<file path="src/rtl/dcache_pkg.sv">
package dcache_pkg;

	// address and data geometry
	localparam int ADDR_W = 32;
	localparam int WORD_W = 64;
	localparam int BYTES_PER_WORD = 8;
	localparam int WORDS_PER_LINE = 8;
	localparam int LINE_W = WORD_W * WORDS_PER_LINE; // 512

	// cache organisation
	localparam int NUM_SETS = 16;
	localparam int NUM_WAYS = 2;

	// address split: tag | index | word select | byte
	localparam int OFFSET_W = 6;
	localparam int INDEX_W = 4;
	localparam int TAG_W = ADDR_W - INDEX_W - OFFSET_W; // 22

	typedef logic [ADDR_W-1:0] addr_t;
	typedef logic [WORD_W-1:0] word_t;
	typedef logic [BYTES_PER_WORD-1:0] byte_en_t;

	// word 0 sits in the low bits
	typedef logic [LINE_W-1:0] line_t;

	typedef logic [INDEX_W-1:0] index_t;
	typedef logic [TAG_W-1:0] tag_t;
	typedef logic [$clog2(WORDS_PER_LINE)-1:0] word_sel_t;
	typedef logic [$clog2(NUM_WAYS)-1:0] way_t;

endpackage

</file>
<file path="src/rtl/tag_state_array.sv">
module tag_state_array import dcache_pkg::*; (
	input  logic   clk,
	input  logic   reset,
	input  index_t index,
	input  tag_t   tag,
	input  logic   touch,
	input  logic   fill,
	input  logic   mark_dirty,
	input  way_t   way,
	output logic   hit,
	output way_t   hit_way,
	output way_t   victim_way,
	output logic   victim_dirty,
	output tag_t   victim_tag
);

	tag_t tag_mem [NUM_WAYS][NUM_SETS];
	logic [NUM_WAYS-1:0] valid [NUM_SETS];
	logic [NUM_WAYS-1:0] dirty [NUM_SETS];
	logic [NUM_WAYS-1:0] lru [NUM_SETS]; // set bit = older way

	logic [NUM_WAYS-1:0] hit_vec;

	// both ways compared in parallel
	always_comb begin
		hit_way = '0;
		for (int w = 0; w < NUM_WAYS; w++) begin
			hit_vec[w] = valid[index][w] && (tag_mem[w][index] == tag);
			if (hit_vec[w])
				hit_way = way_t'(w);
		end
		hit = |hit_vec;
	end

	// way 0 goes first while both lru bits are clear
	assign victim_way = way_t'(lru[index][1]);
	assign victim_dirty = valid[index][victim_way] && dirty[index][victim_way];
	assign victim_tag = tag_mem[victim_way][index];

	always_ff @(posedge clk) begin
		if (reset) begin
			for (int s = 0; s < NUM_SETS; s++) begin
				valid[s] <= '0;
				dirty[s] <= '0;
				lru[s] <= '0;
			end
		end else begin
			if (fill) begin
				valid[index][way] <= 1'b1;
				dirty[index][way] <= 1'b0; // fresh line is clean
			end
			if (mark_dirty)
				dirty[index][way] <= 1'b1;
			if (touch || fill) begin
				lru[index][way] <= 1'b0;
				lru[index][~way] <= 1'b1;
			end
		end
	end

	// tag store
	always_ff @(posedge clk) begin
		if (fill)
			tag_mem[way][index] <= tag;
	end

endmodule

</file>
<file path="config.mk">
export PLATFORM = sky130hd
export DESIGN_NAME = tag_state_array
export DESIGN_NICKNAME = d
export VERILOG_FILES = /design/src/rtl/dcache_pkg.sv /design/src/rtl/tag_state_array.sv
export SDC_FILE = /design/constraint.sdc
export NUM_CORES = 1
export LEC_CHECK = 0
export BUFFER_PORTS_ARGS = -buffer_cell sky130_fd_sc_hd__buf_2
export CORE_MARGIN = 2
export CORE_UTILIZATION = 53
export DETAILED_ROUTE_END_ITERATION = 8
export PLACE_DENSITY = 0.78
export SKIP_CTS_REPAIR_TIMING = 1
export SLEW_MARGIN = 0
export SYNTH_ARGS = -nofsm -noshare
export SYNTH_HDL_FRONTEND = slang
export SYNTH_SLANG_ARGS = --single-unit
</file>
<file path="constraint.sdc">
create_clock -name clk -period 9.1 [get_ports clk]
set_clock_uncertainty 0.2 [all_clocks]
set_input_delay 0.91 -clock clk [delete_from_list [all_inputs] [get_ports clk]]
set_output_delay 0.91 -clock clk [all_outputs]
set_load 0.005 [all_outputs]
</file>
# Word level (Yosys, flattened, before mapping)
# Memory sizes are Yosys's and may differ from the RTL's.
# Index checks and enable logic that the tools add are counted.
# classes
n_mux	46
n_reduce_logical	11
order_cmp	7
bitwise	6
eq_ne	2
# ops
cell	count
two-way mux 352 bit	1
binary-select mux 22 bit (select 4 bit)	3
two-way mux 22 bit	7
demux 22 bit (select 4 bit)	1
== test 22 bit	2
two-way mux 2 bit	10
two-way mux 1 bit	19
two-way mux 4 bit	3
OR reduction 2 bit	4
logical AND 1 bit	6
less-than comparator 1 x 2 -> 1 bit (second input constant)	3
>= comparator 5 bit (second input constant)	1
less-than comparator 5 x 1 -> 1 bit (second input constant)	1
NOT 4 -> 5 bit	1
OR 1 bit	4
demux 1 bit (select 1 bit)	2
>= comparator 1 bit (second input constant)	2
logical OR 1 bit	1
NOT 1 bit	1
# word_totals
ff_bits	0
out_inout_bits	26
input_bits	32
n_memories	4
ram_bits	800
word_cells	76
# mem_list
memory	depth	word_bits	read_ports	rd_ports_with_merged_regs	write_ports	line	rtl
tag_mem	2	352	3	0	1	tag_state_array.sv:17	tag_t tag_mem [NUM_WAYS][NUM_SETS];
dirty	16	2	1	0	16	tag_state_array.sv:19	logic [NUM_WAYS-1:0] dirty [NUM_SETS];
lru	16	2	1	0	16	tag_state_array.sv:20	logic [NUM_WAYS-1:0] lru [NUM_SETS];
valid	16	2	1	0	16	tag_state_array.sv:18	logic [NUM_WAYS-1:0] valid [NUM_SETS];

# Logic depth before layout (Yosys ltp)
# depth
depth_word	9
depth_mapped	14
ltp_nobuf	8

# Least setup slack after synthesis
# Ideal clock, no wire load.
# synth_timing
path_kind	input to register
from	in index[0]
to	mem tag_mem[1][198] (netlist bit), enable pin
required_ns	8.498
path_stages	10
setup_slack_ns	4.817
setup_time_ns	0.402
arrival_ns	3.680
path_cell_list	buf_6 > buf_12 > buf_4 > buf_4 > buf_2 > buf_4 > buf_2 > nor2_1 > nand2_1 > nor2_1
# synth_between
elab_chain_len	6
word_cells_on_any_way	7
# synth_lines
element	line	rtl
start: declaration	tag_state_array.sv:4	input index_t index,
NOT 4 -> 5 bit (implied by the code) (*)	tag_state_array.sv:64	tag_mem[way][index] <= tag;
>= comparator 5 bit (implied by the code) / less-than comparator 5 x 1 -> 1 bit (equally long branches)	tag_state_array.sv:64	
logical AND 1 bit (implied by the code)	tag_state_array.sv:64	
two-way mux 22 bit (implied by the code)	tag_state_array.sv:64	
demux 22 bit (select 4 bit) (*)	tag_state_array.sv:64	
two-way mux 352 bit (implied by the code) (*)	tag_state_array.sv:64	
end: declaration	tag_state_array.sv:17	
# Mark *: on every way between the ends. The rest lies on a longest branch, timed or not.

# Final worst setup path
# layout_timing
from	in index[0]
to	out hit
# layout_between
elab_chain_len	7
word_cells_on_any_way	13
# layout_lines
element	line	rtl
NOT 4 -> 5 bit (implied by the code)	tag_state_array.sv:28	hit_vec[w] = valid[index][w] && (tag_mem[w][index] == tag);
binary-select mux 22 bit (select 4 bit)	tag_state_array.sv:28	
two-way mux 22 bit (implied by the code) (2 in a row)	tag_state_array.sv:28	
== test 22 bit	tag_state_array.sv:28	
logical AND 1 bit	tag_state_array.sv:28	
OR reduction 2 bit (*)	tag_state_array.sv:32	hit = |hit_vec;
end: declaration	tag_state_array.sv:10	output logic hit,
# Mark *: on every way between the ends. The rest lies on a longest branch, timed or not. The select of a mux whose other input is x is not followed.

==> results.toml <==
[run_status]
status = "completed"

[clock_network]
worst_skew_pair.late_latency_ns = 0.62
cts_sinks = 784
clk_path_buf_depth = 3
cts_made_buffers = 79
cts_tree = "built"
clkSlewWorstSetupHoldPaths_ns = 0.06
clockRootBuffer = "clkbuf_16"
htreeDepth = 3

[floorplan]
coreArea_sq_um = 64600
rows = 93
fp.dieArea_sq_um = 67500
io-pin-count = 58
initial_core_util_pct = 53.7
die_w_microns = 260
die_h_microns = 260

[worst_hold_path]
hold_class = "flop to flop"
hold_start = "valid[0][1]"
min_path_cells = 2
hold_end = "valid[0][1]"

[synthesis]
synth_cell_types = 64
syn_area_sq_um = 34700
yosys_register_bits = 784
synth-async-reset-ratio_pct = 0
avgSynthCellArea_sq_um = 17.8
synth_edf_count = 752
ys.flop_type = "edfxtp_1"
synth_fp_nets = 1976
syn_inst = 1944
yosysSeqAreaShare_pct = 67.0
synth_warnings = 0

[cells_and_area]
drive_gt1_share_pct = 26.7
syn_to_final_growth_pct = 10.6
multi_input_area_sq_um = 10900
diodes = 0
seqCellArea_sq_um = 23200
fin_nets = 2021
fillCellCount = 4541

[sta]
min_period_ns = 6.20
hold_viol_final = 0
clock.fmax_mhz = 161
setup_viol = 0
slew_violations = 0
fin_crit_sh_pct = 68.1
holdWs_ns = 0.268
tightest_slew_ns = 1.38
setup_tns_ns = 0
rsz0062_at_grt = "false"
relSlewSlack_pct = 7.75

[worst_setup_path]
criticalPathCategory = "input pin to primary output"
cp.arrival_ns = 5.09
cpPeakStageDelay_ns = 0.80
r2r_cells = 2
end_kind = "primary output"
path_cells = "buf_8 -> buf_4 -> mux4_2 -> mux2i_1 -> xnor2_1 -> nand2_1 -> nor4_1 -> a31oi_1 -> nor4_2 -> a41o_1 -> buf_2"
rrSetupSlack_ns = 8.24
crit_family = "buffers and inverters"
critPathRequiredTime_ns = 7.99
crit_buf_inv = 3
critical_path.slowest_cell = "buf_4"
r2r_end = "valid[8][0]"
cp_max_fo = 55
start_kind = "input pin"
r2r_start = "valid[8][0]"
worst-path-stages = 11

[grt]
antenna_found_initial = 2
grt_max_degree = 86
grt_pass1_vias = 19800
overflow = 0
track_usage_pct = 28.8
grt_pass1_wl_mm = 139

[detailed_routing]
ant_nets = 0
dr_total_vias = 20400
drt_iter0_markers = 3160
drc = 0
routed_wl_mm = 96.3
vias_per_cell = 7.02
wl_per_cell_microns = 33.1
first_pass_iters = 8

[pwr]
p_leak_nw = 12.3
p_per_area_nw_per_um2 = 205
vdd_drop_max_uv = 183

[place]
dp_hpwl_mm = 55.5
port_buffers = 57
place.gp.congestion = 0.931

[run]
max_cap_violations = 0
-- stage by stage --
step	worst slack (ns)	util [%]	cell area [sq um]	total power, W	cells
6_report	2.90	59.4	38400	0.00785	2907
5_1_grt	2.79	59.4	38400	0.00803	2907
4_1_cts	3.04	59.4	38400	0.00785	2907
3_5_place_dp	3.05	55.6	35900	0.00479	2763
3_3_place_gp	3.09	55.6	35900	0.00477	2763
2_1_floorplan	4.82	-	34700	0.00454	1944
-- cells by family (layout without fill, tap and decap cells) --
family / after synthesis / count (layout) / synth area share, %
buffers and inverters: 156 / 264 / 2.40
flip-flops: 784 / 784 / 67.0
multiplexers: 385 / 385 / 20.6
XOR/XNOR: 34 / 34 / 0.859
AO/OA/AOI/OAI: 229 / 229 / 4.90
AND/OR/NAND/NOR: 356 / 356 / 4.23
-- routing by layer --
layer | wire, microns | vias to the layer above | global-route usage [%]
met3 | 10700 | 266 | 5.46
met2 | 46400 | 1594 | 45.9
met5 | 29 | - | 0
li1 | - | 8028 | -
met1 | 35000 | 10500 | 39.3
met4 | 4110 | 4 | 12.0
-- state kept, by name, indices dropped and copies added (netlist names) --
signal and cells:
tag_mem 704, valid 32, dirty 32, lru 16
-- layout by cell type (no fill, tap or decap), drive strengths merged, types with 3 or more instances in the layout --
master   synthesis  layout
nand3           13      13
a22oi           13      13
buf             81     100
a31o            17      17
a21oi           24      24
and2             9       9
mux4           261     261
nand2b           4       4
a22o            13      13
o221ai           7       7
clkbuf          55     105
dfxtp           32      32
edfxtp         752     752
o211ai          16      16
mux2i          104     104
a2111oi          3       3
clkinv           4      34
a221oi          18      18
mux2            20      20
a221o            3       3
a211oi           9       9
xnor2           26      26
and3             6       6
o21ai           31      31
o22ai           12      12
nor3            10      10
o21bai          33      33
nor4             5       5
o2111ai          6       6
nand4            3       3
a31oi            8       8
bufinv           0       3
nor2           174     174
nor2b            3       3
nand2          124     124
xor2             8       8
inv             16      20
-- how the worst max path moves through the flow --
| stage | from | end | slack, ns |
|---|---|---|---|
| 2_1_floorplan | index[0] | tag_mem[1][198] | 4.82 |
| 3_3_place_gp | index[0] | hit | 3.09 |
| 3_5_place_dp | index[0] | hit | 3.05 |
| 4_1_cts | index[0] | hit | 3.04 |
| 5_1_grt | index[0] | hit | 2.79 |
| 6_report | index[0] | hit | 2.90 |
-- area by class of cell --
cell class	count	area share [%]
repair buffers	100	1.73
flip-flops and latches	784	60.5
well taps	855	2.79
clock buffers	105	5.60
multi-input cells	1004	28.4
clock inverters	39	0.815
inverters	20	0.196
-- cell usage after synthesis (10+ instances only) --
| master | n | area share [%] |
|---|---|---|
| buf_6 | 13 | 0.42 |
| buf_4 | 17 | 0.37 |
| mux2i_1 | 104 | 3.0 |
| o21bai_1 | 33 | 0.71 |
| nor2_1 | 174 | 1.9 |
| o22ai_1 | 12 | 0.22 |
| o21ai_0 | 30 | 0.43 |
| dfxtp_1 | 32 | 1.8 |
| edfxtp_1 | 752 | 65 |
| o211ai_1 | 16 | 0.35 |
| nor3_1 | 10 | 0.14 |
| a22oi_1 | 13 | 0.28 |
| a221oi_1 | 13 | 0.33 |
| nand3_1 | 13 | 0.19 |
| mux4_2 | 257 | 17 |
| a21oi_1 | 24 | 0.35 |
| xnor2_1 | 26 | 0.66 |
| a31o_2 | 17 | 0.43 |
| buf_2 | 38 | 0.55 |
| buf_1 | 10 | 0.11 |
| inv_1 | 16 | 0.17 |
| nand2_1 | 124 | 1.3 |
| mux2_2 | 20 | 0.65 |
| a22o_1 | 13 | 0.33 |
| clkbuf_1 | 55 | 0.60 |
-- worst min-delay path, cell delays in order, from the launching register on --
cell,delay [ns]
dfxtp_1,0.32
nor2_1,0.04
nor2_1,0.07
-- report_power, final --
part | total (W) | internal, W | switching (W)
clock network | 0.00312 | 0.00175 | 0.00137
logic | 0.000704 | 0.000271 | 0.000433
registers | 0.00402 | 0.00401 | 0.0000172
Power figures use the tool's default switching activity.
